### config.mk
export PLATFORM = sky130hd
export DESIGN_NAME = netpad_top
export DESIGN_NICKNAME = d
export VERILOG_FILES = /design/src/rtl/netpad_pkg.sv /design/src/rtl/pad_poller.sv /design/src/rtl/frame_sequencer.sv /design/src/rtl/frame_fields.sv /design/src/rtl/crc32_engine.sv /design/src/rtl/rmii_tx.sv /design/src/rtl/netpad_top.sv
export SDC_FILE = /design/constraint.sdc
export NUM_CORES = 1
export LEC_CHECK = 0
export BUFFER_PORTS_ARGS = -buffer_cell sky130_fd_sc_hd__buf_2
export CORE_MARGIN = 10
export CORE_UTILIZATION = 64
export DETAILED_ROUTE_END_ITERATION = 12
export PLACE_DENSITY = 0.93
export SKIP_LAST_GASP = 1
export SYNTH_ARGS = -nofsm -noshare
export SYNTH_HDL_FRONTEND = slang
export SYNTH_HIERARCHICAL = 1
export SYNTH_SLANG_ARGS = --single-unit
### constraint.sdc
create_clock -name eth_refclk -period 4.35 [get_ports eth_refclk]
set_input_delay 0.2175 -clock eth_refclk [delete_from_list [all_inputs] [get_ports eth_refclk]]
set_output_delay 0.2175 -clock eth_refclk [all_outputs]
set_load 0.02 [all_outputs]
### src/rtl/netpad_pkg.sv
package netpad_pkg;

  // pad buttons in shift order, a comes out of the pad first
  typedef struct packed {
    logic right;
    logic left;
    logic down;
    logic up;
    logic start;
    logic select;
    logic b;
    logic a;
  } pad_buttons_s;

  // report byte, seen as a raw byte or as named buttons
  typedef union packed {
    logic [7:0]   raw;
    pad_buttons_s btn;
  } pad_report_u;

  // one byte on its way to the serializer
  typedef struct packed {
    logic [7:0] data;
    logic       last;
  } tx_byte_s;

  // preamble and start of frame delimiter
  localparam int         PREAMBLE_BYTES = 7;
  localparam logic [7:0] PREAMBLE_BYTE  = 8'h55;
  localparam logic [7:0] SFD_BYTE       = 8'hD5;

  // frame layout in bytes
  localparam int ETH_HDR_BYTES = 14;
  localparam int IP_HDR_BYTES  = 20;
  localparam int UDP_HDR_BYTES = 8;
  localparam int HDR_BYTES     = ETH_HDR_BYTES + IP_HDR_BYTES + UDP_HDR_BYTES;
  // report, sequence, then zero fill up to the 60 byte minimum
  localparam int PAYLOAD_BYTES = 18;
  localparam int DATA_BYTES    = HDR_BYTES + PAYLOAD_BYTES;
  localparam int FCS_BYTES     = 4;
  localparam int GAP_BYTES     = 12;

  // protocol fields
  localparam logic [15:0] ETHERTYPE_IPV4 = 16'h0800;
  localparam logic [7:0]  IP_PROTO_UDP   = 8'd17;
  localparam logic [7:0]  IP_TTL         = 8'd64;

  // addresses
  localparam logic [47:0] BCAST_MAC = 48'hFF_FF_FF_FF_FF_FF;
  localparam logic [31:0] BCAST_IP  = 32'hFF_FF_FF_FF;
  localparam logic [31:0] SRC_IP    = {8'd10, 8'd0, 8'd0, 8'd2};

  // ethernet crc-32, lsb-first form
  localparam logic [31:0] CRC_POLY_REFLECTED = 32'hEDB8_8320;
  localparam logic [31:0] CRC_RESIDUE_INIT   = 32'hFFFF_FFFF;

  // byte index within a phase, counts past 60
  localparam int BYTE_IDX_W = 6;

endpackage

### src/rtl/pad_poller.sv
`timescale 1ns/1ps

module pad_poller
  import netpad_pkg::*;
#(
  parameter int POLL_DIV = 500
) (
  input  logic        eth_refclk,
  input  logic        sys_rst,
  input  logic        data,
  output logic        latch,
  output logic        pulse,
  output pad_report_u report,
  output logic        report_valid,
  input  logic        report_ready
);

  localparam int DIV_W     = (POLL_DIV > 1) ? $clog2(POLL_DIV) : 1;
  localparam int HALF_DIV  = POLL_DIV / 2;
  localparam int BIT_TIMES = 18;
  localparam int PULSES    = 7;

  logic [DIV_W-1:0] div_cnt;
  logic [4:0]       bit_cnt;
  logic             sample;
  logic [2:0]       samp_idx;
  logic             poll_done;
  logic             take_poll;
  pad_report_u      cur;
  logic [7:0]       last_sent;
  logic [7:0]       ref_byte;

  // bit-time divider and position within the poll
  always_ff @(posedge eth_refclk) begin
    if (sys_rst) begin
      div_cnt <= '0;
      bit_cnt <= '0;
    end else if (div_cnt == DIV_W'(POLL_DIV - 1)) begin
      div_cnt <= '0;
      bit_cnt <= (bit_cnt == 5'(BIT_TIMES - 1)) ? 5'd0 : bit_cnt + 5'd1;
    end else begin
      div_cnt <= div_cnt + 1'b1;
    end
  end

  // latch in bit time 0
  // pulses in the second half of bit times 1..7
  always_ff @(posedge eth_refclk) begin
    if (sys_rst) begin
      latch <= 1'b0;
      pulse <= 1'b0;
    end else begin
      latch <= (bit_cnt == 5'd0);
      pulse <= (bit_cnt >= 5'd1) && (bit_cnt <= 5'(PULSES)) &&
               (div_cnt >= DIV_W'(HALF_DIV));
    end
  end

  // every falling edge of latch or pulse lands on div_cnt == 0
  // bit_cnt is one ahead of the button index there
  assign sample   = (div_cnt == '0) && (bit_cnt >= 5'd1) && (bit_cnt <= 5'(PULSES + 1));
  assign samp_idx = 3'(bit_cnt - 5'd1);

  // pad drives low for pressed
  always_ff @(posedge eth_refclk) begin
    if (sample) begin
      case (samp_idx)
        3'd0: cur.btn.a      <= ~data;
        3'd1: cur.btn.b      <= ~data;
        3'd2: cur.btn.select <= ~data;
        3'd3: cur.btn.start  <= ~data;
        3'd4: cur.btn.up     <= ~data;
        3'd5: cur.btn.down   <= ~data;
        3'd6: cur.btn.left   <= ~data;
        default: cur.btn.right <= ~data;
      endcase
    end
  end

  always_ff @(posedge eth_refclk) begin
    if (sys_rst) begin
      poll_done <= 1'b0;
    end else begin
      poll_done <= sample && (bit_cnt == 5'(PULSES + 1));
    end
  end

  // compare against what the sequencer has, counting a transfer this cycle
  assign ref_byte  = (report_valid && report_ready) ? report.raw : last_sent;
  assign take_poll = poll_done && (cur.raw != ref_byte);

  always_ff @(posedge eth_refclk) begin
    if (sys_rst) begin
      report_valid <= 1'b0;
      last_sent    <= 8'h00;
    end else begin
      if (report_valid && report_ready) begin
        report_valid <= 1'b0;
        last_sent    <= report.raw;
      end
      if (take_poll) begin
        report_valid <= 1'b1;
      end
    end
  end

  // a newer change replaces one still waiting
  always_ff @(posedge eth_refclk) begin
    if (take_poll) begin
      report <= cur;
    end
  end

  a_no_overlap: assert property (@(posedge eth_refclk) disable iff (sys_rst)
    !(latch && pulse));

endmodule

### src/rtl/frame_sequencer.sv
`timescale 1ns/1ps

module frame_sequencer
  import netpad_pkg::*;
(
  input  logic                  eth_refclk,
  input  logic                  sys_rst,
  input  pad_report_u           report,
  input  logic                  report_valid,
  output logic                  report_ready,
  output logic                  frame_start,
  output logic [BYTE_IDX_W-1:0] field_idx,
  input  logic [7:0]            field_byte,
  output logic                  crc_clear,
  output logic                  crc_en,
  output logic [7:0]            crc_byte,
  input  logic [31:0]           fcs,
  output tx_byte_s              tx,
  output logic                  tx_valid,
  input  logic                  tx_ready
);

  typedef enum logic [2:0] {
    PH_IDLE,
    PH_PRE,
    PH_DATA,
    PH_FCS,
    PH_GAP
  } phase_e;

  // gap counted from the last handoff, so the last byte still on the wire
  // adds one byte time before the 12 idle ones
  localparam int GAP_CYCLES = (GAP_BYTES + 1) * 4;

  phase_e                phase;
  logic [BYTE_IDX_W-1:0] cnt;
  logic                  xfer;
  logic [7:0]            fcs_byte;

  assign xfer         = tx_valid && tx_ready;
  assign report_ready = (phase == PH_IDLE);
  assign frame_start  = report_valid && report_ready;

  // crc restarts with each frame, sees data bytes as they leave
  assign crc_clear = frame_start;
  assign crc_en    = xfer && (phase == PH_DATA);
  assign crc_byte  = tx.data;

  // index of the byte to load next
  // outside the data phase the next data byte is always byte 0
  assign field_idx = ((phase == PH_DATA) && (cnt != BYTE_IDX_W'(DATA_BYTES - 1))) ?
                     cnt + 1'b1 : '0;

  // fcs goes out low byte first
  assign fcs_byte = 8'(fcs >> {cnt[1:0], 3'b000});

  // cnt is the index of the byte now held in tx
  always_ff @(posedge eth_refclk) begin
    if (sys_rst) begin
      phase    <= PH_IDLE;
      cnt      <= '0;
      tx       <= '0;
      tx_valid <= 1'b0;
    end else begin
      case (phase)
        PH_IDLE: begin
          if (frame_start) begin
            phase    <= PH_PRE;
            cnt      <= '0;
            tx.data  <= PREAMBLE_BYTE;
            tx.last  <= 1'b0;
            tx_valid <= 1'b1;
          end
        end
        PH_PRE: begin
          if (xfer) begin
            if (cnt == BYTE_IDX_W'(PREAMBLE_BYTES)) begin
              // sfd is gone, first header byte next
              phase   <= PH_DATA;
              cnt     <= '0;
              tx.data <= field_byte;
            end else begin
              cnt     <= cnt + 1'b1;
              tx.data <= (cnt == BYTE_IDX_W'(PREAMBLE_BYTES - 1)) ? SFD_BYTE : PREAMBLE_BYTE;
            end
          end
        end
        PH_DATA: begin
          if (xfer) begin
            if (cnt == BYTE_IDX_W'(DATA_BYTES - 1)) begin
              // one empty cycle lets the crc take in the last byte
              phase    <= PH_FCS;
              cnt      <= '0;
              tx_valid <= 1'b0;
            end else begin
              cnt     <= cnt + 1'b1;
              tx.data <= field_byte;
            end
          end
        end
        PH_FCS: begin
          if (!tx_valid) begin
            tx_valid <= 1'b1;
            tx.data  <= fcs_byte;
            tx.last  <= (cnt == BYTE_IDX_W'(FCS_BYTES - 1));
          end else if (xfer) begin
            // serializer needs 4 cycles per byte, room to reload
            tx_valid <= 1'b0;
            if (cnt == BYTE_IDX_W'(FCS_BYTES - 1)) begin
              phase <= PH_GAP;
              cnt   <= '0;
            end else begin
              cnt <= cnt + 1'b1;
            end
          end
        end
        PH_GAP: begin
          if (cnt == BYTE_IDX_W'(GAP_CYCLES - 1)) begin
            phase <= PH_IDLE;
            cnt   <= '0;
          end else begin
            cnt <= cnt + 1'b1;
          end
        end
        default: begin
          phase <= PH_IDLE;
        end
      endcase
    end
  end

  a_tx_hold: assert property (@(posedge eth_refclk) disable iff (sys_rst)
    tx_valid && !tx_ready |=> tx_valid && $stable(tx));

  // a new report only lands when no byte is pending
  a_ready_idle: assert property (@(posedge eth_refclk) disable iff (sys_rst)
    report_ready |-> (phase == PH_IDLE) && !tx_valid);

endmodule

### src/rtl/frame_fields.sv
`timescale 1ns/1ps

module frame_fields
  import netpad_pkg::*;
#(
  parameter logic [47:0] SRC_MAC  = 48'h42_04_20_42_04_20,
  parameter logic [15:0] UDP_PORT = 16'd42069
) (
  input  logic                  eth_refclk,
  input  logic                  sys_rst,
  input  logic                  frame_start,
  input  pad_report_u           report,
  input  logic [BYTE_IDX_W-1:0] field_idx,
  output logic [7:0]            field_byte
);

  localparam logic [15:0] IP_VER_TOS = 16'h4500;
  localparam logic [15:0] IP_FLAGS   = 16'h4000;
  localparam logic [15:0] IP_LEN     = 16'(IP_HDR_BYTES + UDP_HDR_BYTES + PAYLOAD_BYTES);
  localparam logic [15:0] UDP_LEN    = 16'(UDP_HDR_BYTES + PAYLOAD_BYTES);
  // header plus report and sequence, the rest reads as zero
  localparam int MAP_BYTES = HDR_BYTES + 2;

  logic [7:0]             seq;
  logic [7:0]             seq_q;
  pad_report_u            rep_q;
  logic [15:0]            csum_q;
  logic [MAP_BYTES*8-1:0] map;

  // ones' complement sum over the header words, checksum word as zero
  function automatic logic [15:0] ip_checksum(input logic [15:0] ident);
    logic [31:0] sum;
    sum = IP_VER_TOS + IP_LEN + ident + IP_FLAGS + {IP_TTL, IP_PROTO_UDP} +
          SRC_IP[31:16] + SRC_IP[15:0] + BCAST_IP[31:16] + BCAST_IP[15:0];
    // fold carries twice
    sum = {16'h0000, sum[15:0]} + {16'h0000, sum[31:16]};
    sum = {16'h0000, sum[15:0]} + {16'h0000, sum[31:16]};
    return ~sum[15:0];
  endfunction

  always_ff @(posedge eth_refclk) begin
    if (sys_rst) begin
      seq <= 8'h00;
    end else if (frame_start) begin
      seq <= seq + 8'h01;
    end
  end

  // per-frame snapshot, checksum follows the identification
  always_ff @(posedge eth_refclk) begin
    if (frame_start) begin
      rep_q  <= report;
      seq_q  <= seq;
      csum_q <= ip_checksum({8'h00, seq});
    end
  end

  // network order, byte 0 at the top
  assign map = {
    BCAST_MAC,
    SRC_MAC,
    ETHERTYPE_IPV4,
    // ipv4
    IP_VER_TOS,
    IP_LEN,
    {8'h00, seq_q},
    IP_FLAGS,
    IP_TTL,
    IP_PROTO_UDP,
    csum_q,
    SRC_IP,
    BCAST_IP,
    // udp, no checksum
    UDP_PORT,
    UDP_PORT,
    UDP_LEN,
    16'h0000,
    // payload head
    rep_q.raw,
    seq_q
  };

  always_comb begin
    if (field_idx < BYTE_IDX_W'(MAP_BYTES)) begin
      field_byte = map[(MAP_BYTES - 1 - field_idx) * 8 +: 8];
    end else begin
      field_byte = 8'h00;
    end
  end

endmodule

### src/rtl/crc32_engine.sv
`timescale 1ns/1ps

module crc32_engine
  import netpad_pkg::*;
(
  input  logic        eth_refclk,
  input  logic        sys_rst,
  input  logic        crc_clear,
  input  logic        crc_en,
  input  logic [7:0]  crc_byte,
  output logic [31:0] fcs
);

  logic [31:0] residue;

  // one byte, lsb first, as the bits hit the wire
  function automatic logic [31:0] crc_step(input logic [31:0] c, input logic [7:0] d);
    logic [31:0] r;
    r = c ^ {24'h000000, d};
    for (int i = 0; i < 8; i++) begin
      r = r[0] ? ((r >> 1) ^ CRC_POLY_REFLECTED) : (r >> 1);
    end
    return r;
  endfunction

  always_ff @(posedge eth_refclk) begin
    if (sys_rst || crc_clear) begin
      residue <= CRC_RESIDUE_INIT;
    end else if (crc_en) begin
      residue <= crc_step(residue, crc_byte);
    end
  end

  // reflected register is already in wire order
  // bit 0 leaves first, low byte first
  assign fcs = ~residue;

endmodule

### src/rtl/rmii_tx.sv
`timescale 1ns/1ps

module rmii_tx
  import netpad_pkg::*;
(
  input  logic       eth_refclk,
  input  logic       sys_rst,
  input  tx_byte_s   tx,
  input  logic       tx_valid,
  output logic       tx_ready,
  output logic [1:0] eth_txd,
  output logic       eth_txen
);

  // dibits of the current byte not yet on the wire
  logic [5:0] shreg;
  // dibits sent of the current byte, wraps to 0 after the fourth
  logic [1:0] dib_cnt;
  logic       last_q;
  logic       xfer;

  // idle, or at a byte boundary inside a frame that has more to come
  assign tx_ready = !eth_txen || ((dib_cnt == 2'd0) && !last_q);
  assign xfer     = tx_valid && tx_ready;

  always_ff @(posedge eth_refclk) begin
    if (sys_rst) begin
      eth_txen <= 1'b0;
      eth_txd  <= 2'b00;
      dib_cnt  <= 2'd0;
      last_q   <= 1'b0;
    end else if (xfer) begin
      // first dibit goes out with the handoff
      eth_txen <= 1'b1;
      eth_txd  <= tx.data[1:0];
      dib_cnt  <= 2'd1;
      last_q   <= tx.last;
    end else if (eth_txen && (dib_cnt != 2'd0)) begin
      eth_txd <= shreg[1:0];
      dib_cnt <= dib_cnt + 2'd1;
    end else begin
      // end of frame after the last byte's fourth dibit
      eth_txen <= 1'b0;
      eth_txd  <= 2'b00;
      last_q   <= 1'b0;
    end
  end

  always_ff @(posedge eth_refclk) begin
    if (xfer) begin
      shreg <= tx.data[7:2];
    end else begin
      shreg <= {2'b00, shreg[5:2]};
    end
  end

  // no underrun inside a frame
  a_no_underrun: assert property (@(posedge eth_refclk) disable iff (sys_rst)
    eth_txen && (dib_cnt == 2'd0) && !last_q |-> tx_valid);

endmodule

### src/rtl/netpad_top.sv
`timescale 1ns/1ps

module netpad_top
  import netpad_pkg::*;
#(
  parameter logic [47:0] SRC_MAC  = 48'h42_04_20_42_04_20,
  parameter logic [15:0] UDP_PORT = 16'd42069,
  parameter int          POLL_DIV = 500
) (
  input  logic       eth_refclk,
  input  logic       sys_rst,
  input  logic       data,
  output logic       latch,
  output logic       pulse,
  output logic [1:0] eth_txd,
  output logic       eth_txen,
  output logic       eth_rstn
);

  // report link
  pad_report_u           report;
  logic                  report_valid;
  logic                  report_ready;
  // field fetch
  logic                  frame_start;
  logic [BYTE_IDX_W-1:0] field_idx;
  logic [7:0]            field_byte;
  // crc path
  logic                  crc_clear;
  logic                  crc_en;
  logic [7:0]            crc_byte;
  logic [31:0]           fcs;
  // byte link
  tx_byte_s              tx;
  logic                  tx_valid;
  logic                  tx_ready;

  // phy held in reset with the design
  assign eth_rstn = ~sys_rst;

  pad_poller #(
    .POLL_DIV(POLL_DIV)
  ) u_poller (
    .eth_refclk  (eth_refclk),
    .sys_rst     (sys_rst),
    .data        (data),
    .latch       (latch),
    .pulse       (pulse),
    .report      (report),
    .report_valid(report_valid),
    .report_ready(report_ready)
  );

  frame_sequencer u_sequencer (
    .eth_refclk  (eth_refclk),
    .sys_rst     (sys_rst),
    .report      (report),
    .report_valid(report_valid),
    .report_ready(report_ready),
    .frame_start (frame_start),
    .field_idx   (field_idx),
    .field_byte  (field_byte),
    .crc_clear   (crc_clear),
    .crc_en      (crc_en),
    .crc_byte    (crc_byte),
    .fcs         (fcs),
    .tx          (tx),
    .tx_valid    (tx_valid),
    .tx_ready    (tx_ready)
  );

  frame_fields #(
    .SRC_MAC (SRC_MAC),
    .UDP_PORT(UDP_PORT)
  ) u_fields (
    .eth_refclk (eth_refclk),
    .sys_rst    (sys_rst),
    .frame_start(frame_start),
    .report     (report),
    .field_idx  (field_idx),
    .field_byte (field_byte)
  );

  crc32_engine u_crc (
    .eth_refclk(eth_refclk),
    .sys_rst   (sys_rst),
    .crc_clear (crc_clear),
    .crc_en    (crc_en),
    .crc_byte  (crc_byte),
    .fcs       (fcs)
  );

  rmii_tx u_rmii (
    .eth_refclk(eth_refclk),
    .sys_rst   (sys_rst),
    .tx        (tx),
    .tx_valid  (tx_valid),
    .tx_ready  (tx_ready),
    .eth_txd   (eth_txd),
    .eth_txen  (eth_txen)
  );

endmodule

==> reports/results.tsv <==
metric	value	unit
Setup Skew	0.00907	ns
first-pass GRT wire length	31.6	mm
Fin. Hold Viols	0	
final setup TNS	0	ns
largest net degree at the start of global routing	47	
post-CTS setup buffer count	0	
standard-cell rows	42	
CP endpoint	u_sequencer/crc_byte[7]	
PD cells	308	nW/um^2
Critical path origin	u_sequencer/cnt[2]	
Avg Cell Area, Syn	9.30	um^2
post-synthesis mux area share	0.0463	
layout cells sized above 1	0.105	
FF-to-FF Start	u_sequencer/cnt[2]	
MaxCap Viol Count	0	
NetSw	574	uW
Worst R2R Path Depth	13	
area occupied by multi-input gates	4630	um^2
simple-gate portion of the synthesized area	0.183	
type of the worst setup path	flop to flop	
CTS tree	yes	
fin cells	1078	
register area share after synthesis	0.388	
Routed WL per cell	17.8	um
clock latency on the worst-skew pair	0.42	ns
Reg area	3290	um^2
DR iter-0 viols	726	
drt first pass iters	5	
Post-Synth XOR/XNOR Area	0.127	
switching share of total power	0.206	
CP Capture Type	flop	
largest family of logic cells by synthesized area	simple AND/OR/NAND/NOR gates	
initial cell density of the core	0.646	
Residual DRC	0	
clock share of power	0.498	
Data required, critical path	4.67	ns
Fillers	938	
core footprint	13100	um^2
CTS sink count	142	
Yosys top cell by area	dfxtp_1	
synth-to-layout area growth	6.78	%
Netlist cell types	88	
fin crit share	0.867	
dominant synthesized flop cell	dfxtp_1	
Final setup violation count	0	
CTS resizes	0	
Die W	135	um
CTS root buffer	clkbuf_16	
setup slack, reg-to-reg	0.58	ns
Min-Delay Path Class	input port to flop	
cell count after synthesis	913	
CTS Hold Bufs	0	
Die H	135	um
Reg clk slew, reported paths	0.06	ns
Seq pwr share	0.490	
Num CTS Buffers	17	
# diodes	0	
number of global-route vias before repair	6461	
Post-synth EDFFs	45	
GRT Residual Overflow	0	
CTS Buffer Depth	2	
Top Registers	u_crc/residue x32, u_fields/csum_q x13, u_poller/div_cnt x9	
asr flop ratio synth	0	
Detailed Place HPWL	13.2	mm
GPL Wtd Cong	0.953	
cell-internal power	2210	uW
worst hold start	data	
die area	18300	um^2
Final Slew Violations	0	
Routed WL	19.2	mm
routed vias/inst	6.25	
Critical Path Fanout Max	9	
H-Tree Depth	4	
Post-Syn Nets	936	
min cycle time layout	3.77	ns
Static Leakage	0.00353	uW
Slew HR	0.354	
maximum VDD drop	0.000278	V
Post-Place Cells	1046	
max reg flops	32	
startpoint types	flop	
top-count cell post-synth	dfxtp_1	
RSZ-0062 raised after global routing	false	
register bit total from synthesis	142	
Vias	6740	
total track usage	0.211	
post-synth top area share	0.229	
Post-synth top cells	dfxtp_1, nand2_1, xnor2_1, nor2_1, inv_1	
net count reported at finish	912	
combinational power share	0.012	
f_max	265	MHz
Largest Register	u_crc/residue	
actual slew at the worst max-slew pin	0.968	ns
antenna violations before repair	0	
number of I/O port buffers	8	
synthesized-area fraction occupied by adder cells	0.0295	
WP data arrival	4.09	ns
Ys Warns	6	
Netlist Area Pre-Place	8490	um^2
RR Endpoint	u_sequencer/crc_byte[7]	
status	finished, final reports clean	
compound-gate portion of the synthesized area	0.159	
ANT nets after route	0	
io pins	9	
ranking of synthesized cells by area	dfxtp_1, edfxtp_1, xnor2_1	
==> per-stage QoR <==
step	setup WS [ns]	hold WS (ns)	area, um^2	total power (uW)	util
after global placement	0.815	0.436	8510	1430	0.648
final	0.577	0.155	9070	2790	0.690
after global routing	0.349	0.189	9070	2860	0.690
after floorplan	0.926	0.297	8490	1420	-
after detailed placement	0.727	0.451	8510	1430	0.648
after CTS	0.663	0.151	9070	2800	0.690
==> worst min path at each step <==
| stage | to | slack (ns) | cells past startpoint |
|---|---|---|---|
| 2_1_floorplan | u_rmii/dib_cnt[1] | 0.30 | 1 |
| 3_3_place_gp | u_rmii/shreg[0] | 0.44 | 1 |
| 3_5_place_dp | u_rmii/shreg[1] | 0.45 | 1 |
| 4_1_cts | u_poller/cur[1] | 0.15 | 2 |
| 5_1_grt | u_poller/cur[7] | 0.19 | 2 |
| 6_report | u_poller/cur[7] | 0.16 | 2 |
==> layout make-up <==
cell class,count,area share
Multi-Input combinational cell,648,0.511
Inverter,58,0.0240
Clock inverter,10,0.0127
Sequential cell,142,0.363
Timing Repair Buffer,22,0.0160
Clock buffer,22,0.0490
Tap cell,176,0.0243
==> cells by family (layout without fill, tap and decap cells) <==
group | Yosys count | count (layout)
AOI/OAI and AO/OA | 196 | 196
buffers and inverters | 123 | 112
xor gates and xnor gates | 108 | 108
and+or+nand+nor | 295 | 295
adders and majority gates | 20 | 20
DFF | 142 | 142
other | 1 | 1
muxes | 28 | 28
==> power by group through the flow <==
stage	registers [uW]	logic (uW)	clock network [uW]
after global placement	1390	32.4	0
after detailed placement	1390	33.2	0
after CTS	1370	33.4	1400
final	1370	33.7	1390
after floorplan	1390	22.4	0
after global routing	1370	36.6	1460
==> critical path, cell delays in order (launching register included) <==
cell	delay, ns
dfxtp_1	0.44
and3b_1	0.26
a311o_1	0.48
nor2_1	0.28
ha_1	0.34
xor2_1	0.36
o22a_1	0.26
nor2_1	0.08
a22oi_1	0.42
a31oi_1	0.11
mux2_2	0.29
nand2_1	0.07
o221ai_1	0.10
a22o_1	0.19
==> cells in the final DEF, fill, tap and decap left out, types with 9 or more instances in the layout <==
master / instances
ha_1: 20
o21ai_0: 31
dfxtp_1: 97
clkbuf_16: 17
o22ai_1: 9
a31oi_1: 12
inv_1: 58
a21oi_1: 48
nand3_1: 22
mux2_2: 10
o211ai_1: 27
nand2_1: 89
or3_1: 10
nor3_1: 9
mux2i_1: 10
xnor2_1: 64
nor2b_1: 20
edfxtp_1: 45
xor2_1: 34
nor2_1: 58
nand2b_1: 11
buf_4: 14
and3_1: 12
and2_1: 10
==> metal layers <==
| layer | GRT usage | wire length (um) | vias to the layer above |
|---|---|---|---|
| li1 | - | - | 3163 |
| met1 | 0.260 | 7990 | 3201 |
| met2 | 0.345 | 9230 | 314 |
| met3 | 0.0467 | 1410 | 62 |
| met4 | 0.0945 | 615 | 0 |
| met5 | 0 | 0 | - |
Power figures use the tool's default switching activity.
